## src/verilog/hawk_consts.svh

```systemverilog
// table layout for the page-write manager
// ids are 1-based and 0 is the null pointer
// att and list regions must be line aligned and must not overlap
`ifndef HAWK_CONSTS_SVH
`define HAWK_CONSTS_SVH

// memory map
`define HAWK_ATT_BASE   64'h0000_0000_8000_0000 // att entry 1
`define HAWK_LIST_BASE  64'h0000_0000_8000_0100 // list entry 1, clear of 16 att entries
`define HAWK_PPA_BASE   50'h0_0000_0008_0100    // ppn handed to list entry 1

// table sizes
`define ATT_ENTRY_CNT   16
`define LIST_ENTRY_CNT  8

// line geometry
`define LINE_BYTES      64
`define ATT_PER_LINE    8  // 8B att entries
`define LST_PER_LINE    4  // 16B list entries

// field widths
`define PTR_W           32 // prev/next pointers
`define WAY_W           50 // physical page number

`endif
```

## src/verilog/hawk_pkg.sv

```systemverilog
// shared types for the page-write manager
// entry layouts mirror the in-memory table format, plain little-endian lanes
`include "hawk_consts.svh"

package hawk_pkg;

	typedef logic [63:0]               addr_t; // byte address
	typedef logic [`LINE_BYTES*8-1:0]  line_t;
	typedef logic [`LINE_BYTES-1:0]    strb_t;
	typedef logic [1:0]                resp_t; // 0 is okay

	// one spare bit so the init counter can run past the last id
	typedef logic [$clog2(`ATT_ENTRY_CNT):0] att_id_t;
	typedef logic [`PTR_W-1:0]               lst_id_t;
	typedef logic [`WAY_W-1:0]               way_t;

	typedef enum logic [1:0] {
		STS_DALLOC = 2'd0,
		STS_UNCOMP = 2'd1,
		STS_COMP   = 2'd2
	} att_sts_e;

	typedef enum logic [1:0] {
		FREE   = 2'd0,
		UNCOMP = 2'd1,
		COMP   = 2'd2
	} list_sel_e;

	typedef struct packed {
		logic [11:0] zpd_cnt;
		way_t        way;
		att_sts_e    sts;    // low bits
	} att_entry_t;

	typedef struct packed {
		logic [13:0] rsvd;
		way_t        way;
		lst_id_t     prev;   // bytes 4..7
		lst_id_t     next;   // bytes 0..3
	} lst_entry_t;

	typedef enum logic [1:0] {ATT_WR, POP_WR, PUSH_SELF_WR, PUSH_LINK_WR} upd_step_e;

	typedef enum logic [2:0] {
		IDLE, INIT_ATT, WAIT_ATT, INIT_LIST, WAIT_LIST, UPD_AW, UPD_W, WAIT_RESP
	} pgwr_state_e;

endpackage

```

## src/verilog/hawk_pgwr_mngr.sv

```systemverilog
// page-write manager top, wiring only
// single-beat writes, one outstanding aw/w pair at a time from the fsm
// responses must come back in order, bready is implied
module hawk_pgwr_mngr (
	input  logic                clk_i,
	input  logic                rst_ni,
	input  logic                init_att,
	input  logic                init_list,
	input  logic                tbl_update,
	input  hawk_pkg::att_id_t   att_entry_id,
	input  hawk_pkg::lst_id_t   tol_entry_id,
	input  hawk_pkg::list_sel_e src_list,
	input  hawk_pkg::list_sel_e dst_list,
	input  hawk_pkg::way_t      lst_way,
	input  hawk_pkg::lst_id_t   lst_prev,  // new prev of popped successor
	input  hawk_pkg::lst_id_t   lst_next,  // successor of popped entry
	input  logic                awready,
	input  logic                wready,
	input  logic                bvalid,
	input  hawk_pkg::resp_t     bresp,
	output logic                awvalid,
	output logic                wvalid,
	output hawk_pkg::addr_t     addr,
	output hawk_pkg::line_t     data,
	output hawk_pkg::strb_t     strb,
	output logic                ready,
	output logic                init_att_done,
	output logic                init_list_done,
	output logic                tbl_update_done,
	output hawk_pkg::lst_id_t   free_head,
	output hawk_pkg::lst_id_t   free_tail,
	output hawk_pkg::lst_id_t   uncomp_head,
	output hawk_pkg::lst_id_t   uncomp_tail,
	output logic                bus_error
);
	import hawk_pkg::*;

	addr_t     init_addr, upd_addr;
	line_t     init_data, upd_data;
	strb_t     init_strb, upd_strb;
	att_id_t   init_entry;
	logic      init_is_list;
	upd_step_e upd_step;
	att_id_t   upd_att_id;
	lst_id_t   upd_tol_id, upd_prev, upd_next;
	list_sel_e upd_dst;
	way_t      upd_way;
	logic      all_resp_done, uncomp_empty;
	logic      init_list_end, pop_free, push_uncomp;

	pgwr_fsm pgwr_fsm_i (.*); // port names match the wires above

	init_line_builder init_line_builder_i (
		.init_entry, .init_is_list,
		.addr(init_addr), .data(init_data), .strb(init_strb)
	);

	upd_line_builder upd_line_builder_i (
		.upd_step, .upd_att_id, .upd_tol_id, .upd_dst, .upd_way, .upd_prev, .upd_next,
		.uncomp_tail, .addr(upd_addr), .data(upd_data), .strb(upd_strb)
	);

	tol_list_regs tol_list_regs_i (
		.clk_i, .rst_ni, .init_list_end, .pop_free, .pop_next(upd_next),
		.push_uncomp, .push_id(upd_tol_id),
		.free_head, .free_tail, .uncomp_head, .uncomp_tail, .uncomp_empty
	);

	wr_resp_tracker wr_resp_tracker_i (
		.clk_i, .rst_ni, .awvalid, .awready, .bvalid, .bresp, .all_resp_done, .bus_error
	);

endmodule

```

## src/verilog/pgwr_fsm.sv

```systemverilog
// sequencer for init-att, init-list and table update
// aw only issued while awready is high and awvalid low, w likewise on wready
// init writes do not wait for responses, updates drain them in WAIT_RESP
`include "hawk_consts.svh"

module pgwr_fsm (
	input  logic                clk_i,
	input  logic                rst_ni,
	input  logic                init_att,
	input  logic                init_list,
	input  logic                tbl_update,
	input  hawk_pkg::att_id_t   att_entry_id,
	input  hawk_pkg::lst_id_t   tol_entry_id,
	input  hawk_pkg::list_sel_e src_list,
	input  hawk_pkg::list_sel_e dst_list,
	input  hawk_pkg::way_t      lst_way,
	input  hawk_pkg::lst_id_t   lst_prev,
	input  hawk_pkg::lst_id_t   lst_next,
	input  logic                awready,
	input  logic                wready,
	input  logic                all_resp_done,
	input  logic                uncomp_empty,
	input  hawk_pkg::addr_t     init_addr,
	input  hawk_pkg::line_t     init_data,
	input  hawk_pkg::strb_t     init_strb,
	input  hawk_pkg::addr_t     upd_addr,
	input  hawk_pkg::line_t     upd_data,
	input  hawk_pkg::strb_t     upd_strb,
	output logic                awvalid,
	output logic                wvalid,
	output hawk_pkg::addr_t     addr,
	output hawk_pkg::line_t     data,
	output hawk_pkg::strb_t     strb,
	output logic                ready,
	output logic                init_att_done,
	output logic                init_list_done,
	output logic                tbl_update_done,
	output hawk_pkg::att_id_t   init_entry,
	output logic                init_is_list,
	output hawk_pkg::upd_step_e upd_step,
	output hawk_pkg::att_id_t   upd_att_id,
	output hawk_pkg::lst_id_t   upd_tol_id,
	output hawk_pkg::list_sel_e upd_dst,
	output hawk_pkg::way_t      upd_way,
	output hawk_pkg::lst_id_t   upd_prev,
	output hawk_pkg::lst_id_t   upd_next,
	output logic                init_list_end, // free list pointers load
	output logic                pop_free,
	output logic                push_uncomp
);
	import hawk_pkg::*;

	pgwr_state_e state_q, state_d;
	upd_step_e   step_q, step_d;
	att_id_t     cnt_q, cnt_d;    // current entry id in init modes
	list_sel_e   upd_src;
	logic        aw_go, w_go;     // free slot on each channel
	logic        issue, send_w, start_upd, att_done_set;

	assign aw_go = awready && !awvalid;
	assign w_go  = wready && !wvalid;

	always_comb begin
		state_d       = state_q;
		step_d        = step_q;
		cnt_d         = cnt_q;
		issue         = 1'b0;
		send_w        = 1'b0;
		start_upd     = 1'b0;
		att_done_set  = 1'b0;
		init_list_end = 1'b0;
		pop_free      = 1'b0;
		push_uncomp   = 1'b0;
		case (state_q)
			IDLE: begin
				// init requests win over updates
				if (init_att && !init_att_done) begin
					state_d = INIT_ATT;
					cnt_d   = att_id_t'(1);
				end else if (init_list && !init_list_done) begin
					state_d = INIT_LIST;
					cnt_d   = att_id_t'(1);
				end else if (tbl_update) begin
					state_d   = UPD_AW;
					step_d    = ATT_WR;
					start_upd = 1'b1;
				end
			end
			INIT_ATT: begin
				if (aw_go) begin
					if (cnt_q <= att_id_t'(`ATT_ENTRY_CNT)) begin
						issue   = 1'b1;
						cnt_d   = cnt_q + 1'b1;
						state_d = WAIT_ATT;
					end else begin
						att_done_set = 1'b1; // all entries sent
						state_d      = IDLE;
					end
				end
			end
			INIT_LIST: begin
				if (aw_go) begin
					if (cnt_q <= att_id_t'(`LIST_ENTRY_CNT)) begin
						issue   = 1'b1;
						cnt_d   = cnt_q + 1'b1;
						state_d = WAIT_LIST;
					end else begin
						init_list_end = 1'b1;
						state_d       = IDLE;
					end
				end
			end
			WAIT_ATT, WAIT_LIST: begin
				if (w_go) begin
					send_w  = 1'b1;
					state_d = (state_q == WAIT_ATT) ? INIT_ATT : INIT_LIST;
				end
			end
			UPD_AW: begin
				if (aw_go) begin
					issue   = 1'b1;
					state_d = UPD_W;
				end
			end
			UPD_W: begin
				if (w_go) begin
					send_w  = 1'b1;
					state_d = UPD_AW;
					case (step_q)
						ATT_WR: step_d = POP_WR;
						POP_WR: begin
							pop_free = (upd_src == FREE); // other sources keep head
							if (upd_dst == UNCOMP) begin
								step_d = PUSH_SELF_WR;
							end else begin
								state_d = WAIT_RESP; // no push
							end
						end
						PUSH_SELF_WR: begin
							if (uncomp_empty) begin
								push_uncomp = 1'b1; // becomes head and tail
								state_d     = WAIT_RESP;
							end else begin
								step_d = PUSH_LINK_WR;
							end
						end
						default: begin
							push_uncomp = 1'b1; // old tail now linked
							state_d     = WAIT_RESP;
						end
					endcase
				end
			end
			WAIT_RESP: begin
				if (all_resp_done) begin
					state_d = IDLE;
				end
			end
			default: state_d = IDLE;
		endcase
	end

	assign ready           = (state_q == IDLE);
	assign tbl_update_done = (state_q == WAIT_RESP) && all_resp_done;
	assign init_entry      = cnt_q;
	assign init_is_list    = (state_q == INIT_LIST);
	assign upd_step        = step_q;

	always_ff @(posedge clk_i or negedge rst_ni) begin
		if (!rst_ni) begin
			state_q        <= IDLE;
			step_q         <= ATT_WR;
			cnt_q          <= '0;
			awvalid        <= 1'b0;
			wvalid         <= 1'b0;
			init_att_done  <= 1'b0;
			init_list_done <= 1'b0;
		end else begin
			state_q <= state_d;
			step_q  <= step_d;
			cnt_q   <= cnt_d;
			awvalid <= issue;  // one-cycle pulses
			wvalid  <= send_w;
			if (att_done_set) begin
				init_att_done <= 1'b1;
			end
			if (init_list_end) begin
				init_list_done <= 1'b1;
			end
		end
	end

	always_ff @(posedge clk_i) begin
		if (issue) begin
			addr <= (state_q == UPD_AW) ? upd_addr : init_addr; // held till next request
			data <= (state_q == UPD_AW) ? upd_data : init_data;
			strb <= (state_q == UPD_AW) ? upd_strb : init_strb;
		end
		if (start_upd) begin
			upd_att_id <= att_entry_id;
			upd_tol_id <= tol_entry_id;
			upd_src    <= src_list;
			upd_dst    <= dst_list;
			upd_way    <= lst_way;
			upd_prev   <= lst_prev;
			upd_next   <= lst_next;
		end
	end

endmodule

```

## src/verilog/upd_line_builder.sv

```systemverilog
// partial-line write for each table update step, combinational
// list pointers are byte lanes 0..3 (next) and 4..7 (prev) of an entry
// uncomp_tail must still be the old tail during both push steps
`include "hawk_consts.svh"

module upd_line_builder (
	input  hawk_pkg::upd_step_e upd_step,
	input  hawk_pkg::att_id_t   upd_att_id,
	input  hawk_pkg::lst_id_t   upd_tol_id,
	input  hawk_pkg::list_sel_e upd_dst,
	input  hawk_pkg::way_t      upd_way,
	input  hawk_pkg::lst_id_t   upd_prev,
	input  hawk_pkg::lst_id_t   upd_next,
	input  hawk_pkg::lst_id_t   uncomp_tail,
	output hawk_pkg::addr_t     addr,
	output hawk_pkg::line_t     data,
	output hawk_pkg::strb_t     strb
);
	import hawk_pkg::*;

	localparam int unsigned ATT_B = $bits(att_entry_t) / 8;
	localparam int unsigned LST_B = $bits(lst_entry_t) / 8;
	localparam int unsigned PTR_B = `PTR_W / 8;

	lst_id_t     lst_tgt;  // list entry this step touches
	lst_id_t     lst_idx;
	att_id_t     att_idx;
	int unsigned att_lane, lst_lane, lst_lo;
	att_entry_t  att_ent;
	lst_entry_t  lst_ent;

	always_comb begin
		case (upd_step)
			POP_WR:       lst_tgt = upd_next;   // successor of popped entry
			PUSH_SELF_WR: lst_tgt = upd_tol_id;
			default:      lst_tgt = uncomp_tail; // old tail for link
		endcase
	end

	assign lst_idx  = lst_tgt - 1'b1;
	assign att_idx  = upd_att_id - 1'b1;
	assign att_lane = att_idx % `ATT_PER_LINE;
	assign lst_lane = lst_idx % `LST_PER_LINE;
	assign lst_lo   = lst_lane * LST_B; // first byte of the entry

	always_comb begin
		att_ent = '0;
		lst_ent = '0;
		data    = '0;
		strb    = '0;
		addr    = `HAWK_LIST_BASE + addr_t'(lst_idx / `LST_PER_LINE) * `LINE_BYTES;
		case (upd_step)
			ATT_WR: begin
				att_ent.way = upd_way;
				att_ent.sts = (upd_dst == UNCOMP) ? STS_UNCOMP : STS_DALLOC;
				addr = `HAWK_ATT_BASE + addr_t'(att_idx / `ATT_PER_LINE) * `LINE_BYTES;
				data[att_lane*ATT_B*8 +: ATT_B*8] = att_ent;
				strb[att_lane*ATT_B +: ATT_B]     = '1; // whole entry
			end
			POP_WR: begin
				lst_ent.prev = upd_prev;
				data[lst_lo*8 +: LST_B*8]   = lst_ent;
				strb[lst_lo+PTR_B +: PTR_B] = '1; // prev only
			end
			PUSH_SELF_WR: begin
				lst_ent.prev = uncomp_tail;
				lst_ent.next = '0; // new tail points to null
				data[lst_lo*8 +: LST_B*8]   = lst_ent;
				strb[lst_lo +: 2*PTR_B]     = '1;
			end
			default: begin
				lst_ent.next = upd_tol_id; // old tail -> new entry
				data[lst_lo*8 +: LST_B*8]   = lst_ent;
				strb[lst_lo +: PTR_B]       = '1;
			end
		endcase
	end

endmodule

```

## src/verilog/init_line_builder.sv

```systemverilog
// combinational write for one init entry
// att entries get dalloc with way 0 and list entries form one free list 1..LIST_ENTRY_CNT
`include "hawk_consts.svh"

module init_line_builder (
	input  hawk_pkg::att_id_t init_entry,   // 1-based
	input  logic              init_is_list,
	output hawk_pkg::addr_t   addr,
	output hawk_pkg::line_t   data,
	output hawk_pkg::strb_t   strb
);
	import hawk_pkg::*;

	localparam int unsigned ATT_B = $bits(att_entry_t) / 8;
	localparam int unsigned LST_B = $bits(lst_entry_t) / 8;

	att_id_t     idx;                 // zero-based slot
	int unsigned att_lane, lst_lane;
	lst_entry_t  lst_ent;

	assign idx      = init_entry - 1'b1;
	assign att_lane = idx % `ATT_PER_LINE;
	assign lst_lane = idx % `LST_PER_LINE;

	always_comb begin
		lst_ent      = '0;
		lst_ent.way  = `HAWK_PPA_BASE + way_t'(idx); // one page per entry
		lst_ent.prev = lst_id_t'(idx);               // entry 1 gets null
		if (init_entry == att_id_t'(`LIST_ENTRY_CNT)) begin
			lst_ent.next = '0; // tail
		end else begin
			lst_ent.next = lst_id_t'(init_entry) + 1'b1;
		end
	end

	always_comb begin
		data = '0;
		strb = '0;
		if (init_is_list) begin
			addr = `HAWK_LIST_BASE + addr_t'(idx / `LST_PER_LINE) * `LINE_BYTES;
			data[lst_lane*LST_B*8 +: LST_B*8] = lst_ent;
			strb[lst_lane*LST_B +: LST_B]     = '1;
		end else begin
			addr = `HAWK_ATT_BASE + addr_t'(idx / `ATT_PER_LINE) * `LINE_BYTES;
			strb[att_lane*ATT_B +: ATT_B] = '1; // dalloc with way 0 is an all-zero lane
		end
	end

endmodule

```

## src/verilog/tol_list_regs.sv

```systemverilog
// head/tail pointers of the free and uncompressed lists
// 0 is null, an empty uncompressed list has a null tail
`include "hawk_consts.svh"

module tol_list_regs (
	input  logic              clk_i,
	input  logic              rst_ni,
	input  logic              init_list_end,
	input  logic              pop_free,
	input  hawk_pkg::lst_id_t pop_next,   // new free head
	input  logic              push_uncomp,
	input  hawk_pkg::lst_id_t push_id,    // appended entry
	output hawk_pkg::lst_id_t free_head,
	output hawk_pkg::lst_id_t free_tail,
	output hawk_pkg::lst_id_t uncomp_head,
	output hawk_pkg::lst_id_t uncomp_tail,
	output logic              uncomp_empty
);
	import hawk_pkg::*;

	assign uncomp_empty = (uncomp_tail == '0);

	always_ff @(posedge clk_i or negedge rst_ni) begin
		if (!rst_ni) begin
			free_head   <= '0;
			free_tail   <= '0;
			uncomp_head <= '0;
			uncomp_tail <= '0;
		end else begin
			if (init_list_end) begin
				free_head <= lst_id_t'(1);              // whole table is free
				free_tail <= lst_id_t'(`LIST_ENTRY_CNT);
			end else if (pop_free) begin
				free_head <= pop_next; // pop front
			end
			if (push_uncomp) begin
				uncomp_tail <= push_id; // push back
				if (uncomp_empty) begin
					uncomp_head <= push_id;
				end
			end
		end
	end

endmodule

```

## src/verilog/wr_resp_tracker.sv

```systemverilog
// counts accepted write addresses not yet answered
// in-order responses, bready implied; bus_error is sticky until reset
module wr_resp_tracker #(
	parameter int unsigned CNT_W = 7 // up to 127 outstanding
) (
	input  logic            clk_i,
	input  logic            rst_ni,
	input  logic            awvalid,
	input  logic            awready,
	input  logic            bvalid,
	input  hawk_pkg::resp_t bresp,
	output logic            all_resp_done,
	output logic            bus_error
);
	logic [CNT_W-1:0] pend_cnt;
	logic             aw_acc, b_good;

	assign aw_acc        = awvalid && awready;
	assign b_good        = bvalid && (bresp == '0);
	assign all_resp_done = (pend_cnt == '0);

	always_ff @(posedge clk_i or negedge rst_ni) begin
		if (!rst_ni) begin
			pend_cnt  <= '0;
			bus_error <= 1'b0;
		end else begin
			if (aw_acc && !b_good) begin
				pend_cnt <= pend_cnt + 1'b1;
			end else if (b_good && !aw_acc && !all_resp_done) begin
				pend_cnt <= pend_cnt - 1'b1;
			end // both at once, no change
			if ((bvalid && bresp != '0) || (b_good && all_resp_done)) begin
				bus_error <= 1'b1; // bad code or unexpected response
			end
		end
	end

endmodule

```

## config.mk

```make
export PLATFORM = sky130hd
export DESIGN_NAME = hawk_pgwr_mngr
export DESIGN_NICKNAME = d
export VERILOG_FILES = /design/src/verilog/hawk_pkg.sv /design/src/verilog/hawk_pgwr_mngr.sv /design/src/verilog/pgwr_fsm.sv /design/src/verilog/upd_line_builder.sv /design/src/verilog/init_line_builder.sv /design/src/verilog/tol_list_regs.sv /design/src/verilog/wr_resp_tracker.sv
export VERILOG_INCLUDE_DIRS = /design/src /design/src/verilog
export SDC_FILE = /design/constraint.sdc
export NUM_CORES = 1
export LEC_CHECK = 0
export BUFFER_PORTS_ARGS = -buffer_cell sky130_fd_sc_hd__buf_2
export CAP_MARGIN = 40
export CORE_ASPECT_RATIO = 1.5
export CORE_MARGIN = 2
export CORE_UTILIZATION = 35
export CTS_CLUSTER_SIZE = 8
export DETAILED_ROUTE_END_ITERATION = 8
export PLACE_DENSITY_LB_ADDON = 0.3
export SYNTH_ARGS = -nofsm -noshare
export SYNTH_HDL_FRONTEND = slang
export SYNTH_HIERARCHICAL = 1
export SYNTH_SLANG_ARGS = --single-unit
```

## constraint.sdc

```tcl
create_clock -name clk_i -period 38.5 [get_ports clk_i]
set_input_delay 1.925 -clock clk_i [delete_from_list [all_inputs] [get_ports clk_i]]
set_output_delay 1.925 -clock clk_i [all_outputs]
set_load 0.005 [all_outputs]
```

-- Word level (Yosys, flattened, before mapping)
Cells that the tools add are included.
Widths: inputs -> output; s select.
- flip-flop bits (word level): 913
- input port bits: 165
- output and inout bits: 775
- logic and storage cells: 213
- add/subtract/negate cells: 21
- order comparisons: 2
- equality and inequality tests: 27
- shift operators: 20
- muxes and demuxes: 72
- bitwise operators: 11
- reduce and logical (&&, ||, !) cells: 38
- operator list (kind ; count):
    $and 512x512->512 ; 5
    $shiftx 128x34->512 ; 4
    $pmux 512 s3 ; 1
    $mux 512 ; 2
    $shift 128x34->512 const A ; 2
    $shift 64x34->512 const A ; 1
    $shiftx 64x34->512 ; 1
    $and 64x64->64 ; 6
    $mux 64 ; 5
    $pmux 64 s3 ; 1
    $shift 8x34->64 const A ; 3
    $shiftx 8x34->64 const A ; 3
    $neg 6->34 ; 4
    $shift 4x34->64 const A ; 2
    $shiftx 4x34->64 const A ; 2
    $neg 9->34 ; 3
    $mux 32 ; 3
    $add 32x8->33 const A ; 2
    $pmux 32 s2 ; 1
    $shift 16x34->64 const A ; 1
    $shiftx 16x34->64 const A ; 1
    $add 32x36->37 const A ; 1
    $neg 32->34 ; 1
    $add 32x9->33 const A ; 1
    50 further kinds ; 135

-- Longest topological paths before layout
Gate-level depths: netlist of run 1.
- depth after elaboration: 9
- gate-level depth with buffers: 18
- mapped depth without buffers: 17

-- By module
The synthesis of run 1 kept the hierarchy.
- by module, submodules not included (module ; instances ; cells an instance ; area an instance (um2) ; sequential area each (um2)):
    pgwr_fsm ; 1 ; 1621 ; 32422.3 ; 24223.2
    upd_line_builder ; 1 ; 1249 ; 7900.1 ; 0.0
    init_line_builder ; 1 ; 700 ; 5139.9 ; 0.0
    tol_list_regs ; 1 ; 286 ; 4001.3 ; 2427.3
    wr_resp_tracker ; 1 ; 64 ; 649.4 ; 200.2

-- Worst setup path before layout of run 1
OpenSTA, ideal clock, no wires.
- kind: in2reg
- start: in awready
- end: reg pgwr_fsm_i.awvalid
- library setup time: 2.873 ns
- arrival: 28.643 ns
- data required time: 35.627 ns
- slack: 6.985 ns
- stages on the path: 2
- buffers on the path: 0
- cells stage by stage: nand3b_1 nor2_1
- cells in the longest elaborated chain, start to end: 3
- elaborated cells between the ends (all ways): 5
- classes of those cells: mux (4); reduce/logical (1)
- ends and longest elaborated chain (what ; line ; source):
    from (decl) ; hawk_pgwr_mngr.sv:17 ; input logic awready,
    $logic_and 1x1->1 (*) ; pgwr_fsm.sv:60 ; assign aw_go = awready && !awvalid;
    $mux 1 (on tied branches) ; pgwr_fsm.sv:120, pgwr_fsm.sv:90, pgwr_fsm.sv:102 ;
    $pmux 1 s3 (*) ; pgwr_fsm.sv:74 ; case (state_q)
    via pgwr_fsm_i.issue ; pgwr_fsm.sv:58 ; logic issue, send_w, start_upd, att_done_set;
    to (signal assigned) ; pgwr_fsm.sv:182 ; awvalid <= issue;
    to (decl) ; pgwr_fsm.sv:29 ; output logic awvalid,
The timed path passes the listed nets; every way through them passes the cells marked *.
A chain may end at the register's enable or synchronous reset.

-- Worst setup path in the final report of run 1
- start: reg pgwr_fsm_i.step_q[1], in the netlist pgwr_fsm_i/upd_step[1]
- end: reg pgwr_fsm_i.addr[34], data pin
- cells in the longest elaborated chain, start to end: 6
- elaborated cells between the ends (all ways): 8
- classes of those cells: add/sub (2); eq/ne (2); mux (3); reduce/logical (1)
- ends and longest elaborated chain (what ; line ; source):
    from (decl) ; pgwr_fsm.sv:54 ; upd_step_e step_q, step_d;
    from (signal assigned) ; pgwr_fsm.sv:180 ; step_q <= step_d;
    $eq 2x2->1 / $eq 2x1->1 (equally long branches) ; -- ;
    $pmux 32 s2 ; upd_line_builder.sv:33 ; case (upd_step)
    $sub 32x1->32 ; upd_line_builder.sv:40 ; assign lst_idx = lst_tgt - 1'b1;
    $add 32x36->37 (no line) ; -- ;
    $mux 64 (*) ; upd_line_builder.sv:52 ; case (upd_step)
    via upd_addr[34] ; hawk_pgwr_mngr.sv:38 ; addr_t init_addr, upd_addr;
    $mux 64 (*) ; pgwr_fsm.sv:195 ; addr <= (state_q == UPD_AW) ? upd_addr : init_addr;
    to (signal assigned) ; pgwr_fsm.sv:195 ;
    to (decl) ; pgwr_fsm.sv:31 ; output hawk_pkg::addr_t addr,
Marked as above.

==> impl_metrics.tcl, run 1 <==
set metrics [dict create \
    io-pin-count 940 \
    grt_antenna_before_repair 30 \
    ys_seq_elements 914 \
    leakage_power_total_nw 23.5 \
    switchingPower_mw 1.57 \
    seq_power_share 0.366 \
    final.fill_count 13700 \
    setup_tns_ns 0 \
    yosysSeqAreaShare 0.536 \
    cts-root-to-sink-buffers 3 \
    fraction_of_the_mapped_netlist_area_in_adder_cells 0.0109 \
    route.vias.total 32100 \
    area.sequential_mm2 0.0269 \
    globalRouteOverflowTotal 0 \
    share_of_final_layout_standard_cells_stronger_than_drive_strength_1 0.404 \
    vias_in_the_first_global_route 31700 \
    arrival_ns 6.73 \
    period_needed_ns 6.21 \
    rsz0062_at_grt "no" \
    max_cap_violations 0 \
    setup_viol 0 \
    final_cell_count_no_fill 6671 \
    normalized_max_slew_margin 0.278 \
    drt_iter0_markers 2420 \
    cp-start-kind "register" \
    route.detailed.wl_per_inst_um 26.2 \
    htree_levels 4 \
    timing.hold.ws_ns 0.476 \
    final-max-slew-violation-count 0 \
    grt_use_total 0.233 \
    place_ws_ns 32.43 \
    grt_first_pass_wirelength_mm 241 \
    share_clk_of_total_power 0.256 \
    switching_part_of_the_total 0.371 \
    tritoncts_clock_tree "done" \
    antenna_violating_nets_post_route 0 \
    synth_cells 3920 \
    layout.cell_area.non_filler_mm2 0.0575 \
    post-cts-setup-buffers 0 \
    largest_net_degree_at_the_start_of_global_routing 166 \
    multi_input_comb_area_mm2 0.0190 \
    post_synth_instance_area_mm2 0.0501 \
    die_w_um 313 \
    synth_enable_flop_cells 795 \
    timing.clock.skew_ns 0.0250 \
    layout_worst_path_cycle_share 0.161 \
    post-dp-hpwl_mm 129 \
    final.setup.worst_slack_ns 32.29 \
    post-route-drc-count 0 \
    hold_violations_final 0 \
    synth_flop_cell "sky130_fd_sc_hd__edfxtp_1" \
    p_total_mw 4.22 \
    cp_max_fo 34 \
    num_rows 170 \
    post-place-cells 6473 \
    synth-simple-area-share 0.0791 \
    cts-buffers-inserted 133 \
    synthesis.yosys.warnings 6 \
    internal_power_mw 2.65 \
    worst_hold_path_type "register to register" \
    setup.worst_path.class "register to register" \
    worstSkewPairLatency_ns 0.77 \
    maxClockFrequency_ghz 0.161 \
    utilization 0.404 \
    worstSetupEndpointType "register" \
    die_area_mm2 0.146 \
    postPlaceCellArea_mm2 0.0538 \
    core_area_mm2 0.143 \
    status "finished clean" \
    cts.sinks 914 \
    die_height_um 467 \
    powerDensity_mw_per_mm2 73.3 \
    area.growth.synth_to_final_pct 14.8 \
    detailedRoute.firstPassIterationCount 6 \
    worstMarginPinSlew_ns 1.08 \
    post_synth_xor_area_fraction 0.00974 \
    drt-vias-per-instance 4.81 \
    cts_hold_repair.buffers 0 \
    muxShareOfSynthArea 0.169 \
    initial_utilization 0.352 \
    clk_root_buffer_cell "sky130_fd_sc_hd__clkbuf_16" \
    ys_types 98 \
    largest_family_of_logic_cells_by_synthesized_area "multiplexers" \
    buffer_ports.inserted 908 \
    cts.repair.resized 0 \
    ys_async_sr_fraction 0.130 \
    cts_clock_pin_slew_for_the_worst_setup_and_hold_paths_ns 0.05 \
    finalWeightedCongestion 0.897 \
    synth-compound-area-share 0.0609 \
    vdd_drop_max_uv 54.4 \
    share_comb_of_total_power 0.378 \
    cp_data_required_time_ns 39.02 \
    num-nets-final 4924 \
    route.final.wire_length_mm 175 \
    synth.avg_cell_area_um2 12.8 \
]
[synth_stat cells, types with 9 or more instances]
master | number | area (µm²)
sky130_fd_sc_hd__dfrtp_1 | 119 | 2980
sky130_fd_sc_hd__o21ai_0 | 114 | 571
sky130_fd_sc_hd__a21o_1 | 11 | 82.6
sky130_fd_sc_hd__nand3_1 | 40 | 200
sky130_fd_sc_hd__nand2_1 | 150 | 563
sky130_fd_sc_hd__buf_6 | 13 | 146
sky130_fd_sc_hd__a21oi_1 | 32 | 160
sky130_fd_sc_hd__inv_1 | 31 | 116
sky130_fd_sc_hd__a22oi_1 | 22 | 165
sky130_fd_sc_hd__mux2_2 | 702 | 7910
sky130_fd_sc_hd__nand2b_1 | 12 | 75.1
sky130_fd_sc_hd__nor3_1 | 17 | 85.1
sky130_fd_sc_hd__nor2b_1 | 11 | 68.8
sky130_fd_sc_hd__clkbuf_1 | 100 | 375
sky130_fd_sc_hd__a22o_1 | 164 | 1440
sky130_fd_sc_hd__nor4_1 | 17 | 106
sky130_fd_sc_hd__xnor2_1 | 35 | 307
sky130_fd_sc_hd__and2_1 | 226 | 1410
sky130_fd_sc_hd__or3_1 | 9 | 56.3
sky130_fd_sc_hd__ha_1 | 42 | 526
sky130_fd_sc_hd__buf_1 | 11 | 41.3
sky130_fd_sc_hd__edfxtp_1 | 795 | 23900
sky130_fd_sc_hd__mux2i_1 | 39 | 390
sky130_fd_sc_hd__buf_4 | 760 | 5710
sky130_fd_sc_hd__nor2_1 | 191 | 717
sky130_fd_sc_hd__buf_2 | 69 | 345
sky130_fd_sc_hd__xor2_1 | 17 | 149
sky130_fd_sc_hd__and3_1 | 11 | 68.8
sky130_fd_sc_hd__nand4_1 | 9 | 56.3
[power by group through the flow]
stage | clock network, mW | logic [mW] | registers (mW)
after floorplan | 0 | 1.07 | 1.74
after global routing | 1.14 | 1.72 | 1.57
final | 1.08 | 1.59 | 1.55
after global placement | 0 | 1.56 | 1.56
after CTS | 1.11 | 1.60 | 1.55
after detailed placement | 0 | 1.59 | 1.56
[layer usage]
| metal | global-route usage | up-vias | routed length, µm |
|---|---|---|---|
| li1 | - | 14400 | - |
| met1 | 0.276 | 16100 | 68900 |
| met2 | 0.392 | 1367 | 84800 |
| met3 | 0.0683 | 253 | 14100 |
| met4 | 0.100 | 18 | 6780 |
| met5 | 0 | - | 115 |
[cells by family after synthesis]
| group | after synthesis |
|---|---|
| AOI/OAI and AO/OA | 415 |
| xor gates and xnor gates | 54 |
| adders and majority gates | 43 |
| buffers and inverters | 984 |
| DFF | 914 |
| muxes | 751 |
| other | 4 |
| and+or+nand+nor | 755 |
[flip-flops by register name, summed over array words and instances (netlist names), 50 cells and up]
signal	cells
pgwr_fsm_i/upd_way	50
pgwr_fsm_i/addr	64
pgwr_fsm_i/strb	64
pgwr_fsm_i/data	512
[placed cells by master (no fill, tap or decap), types with 35 or more instances in the layout]
master                      synthesis  final
sky130_fd_sc_hd__conb_1             4    626
sky130_fd_sc_hd__edfxtp_1         795    795
sky130_fd_sc_hd__a22o_1           164    164
sky130_fd_sc_hd__and2_1           226    225
sky130_fd_sc_hd__o21ai_0          114    114
sky130_fd_sc_hd__nand2_1          150    150
sky130_fd_sc_hd__dfrtp_1          119    119
sky130_fd_sc_hd__xnor2_1           35     35
sky130_fd_sc_hd__buf_2             69    908
sky130_fd_sc_hd__mux2i_1           39     39
sky130_fd_sc_hd__clkbuf_16          0    134
sky130_fd_sc_hd__mux2_2           702    702
sky130_fd_sc_hd__buf_4            760     68
sky130_fd_sc_hd__ha_1              42     39
sky130_fd_sc_hd__nand3_1           40     38
sky130_fd_sc_hd__nor2_1           191    181
[worst max-delay path: stages, from the launching register on]
cell	delay, ns
sky130_fd_sc_hd__dfrtp_1	0.47
sky130_fd_sc_hd__inv_1	0.16
sky130_fd_sc_hd__ha_2	0.70
sky130_fd_sc_hd__a22oi_1	0.17
sky130_fd_sc_hd__a21oi_1	0.62
sky130_fd_sc_hd__inv_1	0.33
sky130_fd_sc_hd__ha_1	0.50
sky130_fd_sc_hd__or3_2	0.55
sky130_fd_sc_hd__a311oi_1	0.32
sky130_fd_sc_hd__and3_1	0.23
sky130_fd_sc_hd__o22ai_1	0.14
sky130_fd_sc_hd__nand4bb_1	0.37
sky130_fd_sc_hd__nand4bb_1	0.49
sky130_fd_sc_hd__o31ai_2	0.37
sky130_fd_sc_hd__and2_1	0.19
sky130_fd_sc_hd__nor3_1	0.05
sky130_fd_sc_hd__mux2_2	0.29
[final cells by class]
class / count / share of cell area
Tap cell: 1892 / 0.0411
Multi-Input combinational cell: 2644 / 0.331
Sequential cell: 914 / 0.467
Antenna cell: 16 / 0.000696
Timing Repair Buffer: 992 / 0.0943
Inverter: 31 / 0.00202
Clock inverter: 15 / 0.00424
Clock buffer: 167 / 0.0604
[worst paths after layout]
check	startpoint	to	slack, ns	cells after the start
min	tol_list_regs_i/free_tail[3]$_DFFE_PN0P_	tol_list_regs_i/free_tail[3]$_DFFE_PN0P_	0.48	1
max	pgwr_fsm_i/upd_step[1]$_DFFE_PN0P_	pgwr_fsm_i/addr[34]$_DFFE_PP_	32.29	16
max in group asynchronous	rst_ni	pgwr_fsm_i/init_entry[1]$_DFFE_PN0P_	35.86	2
min in group asynchronous	rst_ni	tol_list_regs_i/uncomp_head[1]$_DFFE_PN0P_	1.25	1
max reg2reg	pgwr_fsm_i/upd_step[1]$_DFFE_PN0P_	pgwr_fsm_i/addr[34]$_DFFE_PP_	32.29	16
min reg2reg	tol_list_regs_i/free_tail[3]$_DFFE_PN0P_	tol_list_regs_i/free_tail[3]$_DFFE_PN0P_	0.48	1
(Power assumes the default switching activity.)
==> inputs of run 2 (changes only) <==
- clock period: 38.5 -> 6.2 ns (I/O delays scaled with it)
==> run 2 against run 1 <==
  * Final cell count rose by 2.2%
  * Die area unchanged
  * Flip-flop and latch count did not move
  * Combinational power grew to 6.3 times the previous value
  * Highest routed layer unchanged
  * Hold slack lost 0.33 ns
  * Clock-buffer cell count grew 3
  * Largest power group unchanged
  * Maximum frequency is 5.1% higher
  * Utilization is 1.1 points higher
  * Non-clock buffer count increased by 154
  * Critical path type unchanged
  * Design area is 2.8% higher
  * Setup slack worse by 32 ns
==> impl_metrics.tcl, run 2 (synthesized netlist as in run 1, its figures left out) <==
set metrics [dict create \
    mostFrequentLayoutCell "sky130_fd_sc_hd__buf_2" \
    setup.worst_path.class "register to register" \
    initial_utilization 0.352 \
    utilization 0.415 \
    final_cell_count_no_fill 6815 \
    drt-vias-per-instance 4.79 \
    clk_root_buffer_cell "sky130_fd_sc_hd__clkbuf_16" \
    cp_max_fo 25 \
    route.detailed.wl_per_inst_um 25.8 \
    leakage_power_total_nw 24.2 \
    detailedRoute.firstPassIterationCount 5 \
    critical_path.startpoint "pgwr_fsm_i/upd_step[0]$_DFFE_PN0P_" \
    hp-start "wready" \
    drt_iter0_markers 2553 \
    route.final.wire_length_mm 176 \
    p_total_mw 26.4 \
    route.vias.total 32600 \
    timing.clock.skew_ns 0.0279 \
    vias_in_the_first_global_route 32300 \
    post-route-drc-count 0 \
    grt_use_total 0.234 \
    htree_levels 4 \
    core_area_mm2 0.143 \
    setup_viol 0 \
    globalRouteOverflowTotal 0 \
    powerDensity_mw_per_mm2 447 \
    area.growth.synth_to_final_pct 18.1 \
    crit-reg2reg-launch "pgwr_fsm_i/upd_step[0]$_DFFE_PN0P_" \
    reg.largest.list "pgwr_fsm_i/data x512, pgwr_fsm_i/addr x64, pgwr_fsm_i/strb x64" \
    worstSetupEndpointType "register" \
    cts_clock_pin_slew_for_the_worst_setup_and_hold_paths_ns 0.05 \
    layout.cell_area.non_filler_mm2 0.0592 \
    cts-buffers-inserted 133 \
    post-place-cells 6467 \
    final-max-slew-violation-count 0 \
    worst_hold_path_type "input port to register" \
    post-dp-hpwl_mm 128 \
    num_rows 170 \
    postPlaceCellArea_mm2 0.0538 \
    cts.repair.resized 0 \
    die_area_mm2 0.146 \
    layout_worst_path_cycle_share 0.954 \
    period_needed_ns 5.91 \
    status "finished clean" \
    worstSkewPairLatency_ns 0.77 \
    buffer_ports.inserted 908 \
    setup_tns_ns 0 \
    cp_data_required_time_ns 6.71 \
    die_height_um 467 \
    io-pin-count 940 \
    tritoncts_clock_tree "done" \
    finalWeightedCongestion 0.903 \
    grt_antenna_before_repair 13 \
    final.fill_count 13600 \
    rsz0062_at_grt "no" \
    max_cap_violations 0 \
    cts.sinks 914 \
    maxClockFrequency_ghz 0.169 \
    arrival_ns 6.42 \
    grt_first_pass_wirelength_mm 243 \
    largest_net_degree_at_the_start_of_global_routing 175 \
    cp-start-kind "register" \
    largest-register "pgwr_fsm_i/data" \
    layout.cells.most_common_list "sky130_fd_sc_hd__buf_2, sky130_fd_sc_hd__edfxtp_1, sky130_fd_sc_hd__mux2_2" \
    antenna_violating_nets_post_route 0 \
    hold_violations_final 0 \
    share_of_final_layout_standard_cells_stronger_than_drive_strength_1 0.391 \
    num-nets-final 5078 \
    vdd_drop_max_uv 309 \
    normalized_max_slew_margin 0.302 \
    worstMarginPinSlew_ns 1.05 \
    die_w_um 313 \
    largest_reg_flops 512 \
    cts-root-to-sink-buffers 3 \
]
[run 2: repair_timing]
item / CTS / global route
buffers inserted: 0 / 0
hold buffers: 160 / 0
setup endpoints to repair: 0 / 0
endpoints found under the hold margin: 211 / 0
[run 2: layer usage]
layer  vias up  part of all wire  track usage
met3       260             0.085       0.0678
met4         4             0.039       0.0968
met2      1436              0.48        0.395
met5         -           0.00019            0
li1      14700                 -            -
met1     16300              0.39        0.278
[run 2: area by class of cell]
type	count	area, µm²	share of cell area
antenna	6	15.0	0.000254
clock buffer	170	3570	0.0604
clock inverter	12	183	0.00309
inverter	31	116	0.00197
multi-input combinational	2644	19000	0.322
sequential	914	26900	0.454
tap	1892	2370	0.0400
timing repair buffer	1146	7030	0.119
[run 2: where the power goes]
part / internal, mW / switching [mW] / leakage, nW
clock: 4.07 / 2.76 / 1.82
sequential: 8.69 / 0.952 / 8.96
combinational: 3.92 / 6.03 / 13.4
total: 16.7 / 9.74 / 24.2
[run 2: through the flow]
stage / hold slack (ns) / worst slack [ns]
2_1_floorplan: 0.0144 / -5.30
3_3_place_gp: 0.412 / 0.575
3_5_place_dp: 0.423 / 0.428
4_1_cts: 0.0507 / 0.424
5_1_grt: 0.0822 / 0.0431
6_report: 0.149 / 0.285
[run 2: path summary, 6_finish.rpt]
kind	endpoint	slack, ns	cells after the start
setup / recovery	pgwr_fsm_i/addr[34]$_DFFE_PP_	0.29	16
hold / removal	pgwr_fsm_i/wvalid$_DFF_PN0_	0.15	3
setup reg to reg	pgwr_fsm_i/addr[34]$_DFFE_PP_	0.29	16
hold reg to reg	tol_list_regs_i/free_tail[3]$_DFFE_PN0P_	0.47	1
max in group asynchronous	wr_resp_tracker_i/pend_cnt[4]$_DFFE_PN0P_	4.86	4
min in group asynchronous	tol_list_regs_i/uncomp_head[22]$_DFFE_PN0P_	0.16	2
[run 2: worst max-delay path, stage by stage (launching register included)]
cell                        delay, ns
sky130_fd_sc_hd__dfrtp_1         0.48
sky130_fd_sc_hd__inv_1           0.14
sky130_fd_sc_hd__ha_4            0.51
sky130_fd_sc_hd__nor2_1          0.09
sky130_fd_sc_hd__a21oi_1         0.55
sky130_fd_sc_hd__inv_1           0.34
sky130_fd_sc_hd__ha_1            0.50
sky130_fd_sc_hd__or3_2           0.54
sky130_fd_sc_hd__a311oi_1        0.33
sky130_fd_sc_hd__and3_1          0.24
sky130_fd_sc_hd__o22ai_1         0.14
sky130_fd_sc_hd__nand4bb_1       0.41
sky130_fd_sc_hd__nand4bb_1       0.49
sky130_fd_sc_hd__o31ai_2         0.38
sky130_fd_sc_hd__and2_1          0.19
sky130_fd_sc_hd__nor3_1          0.05
sky130_fd_sc_hd__mux2_2          0.27
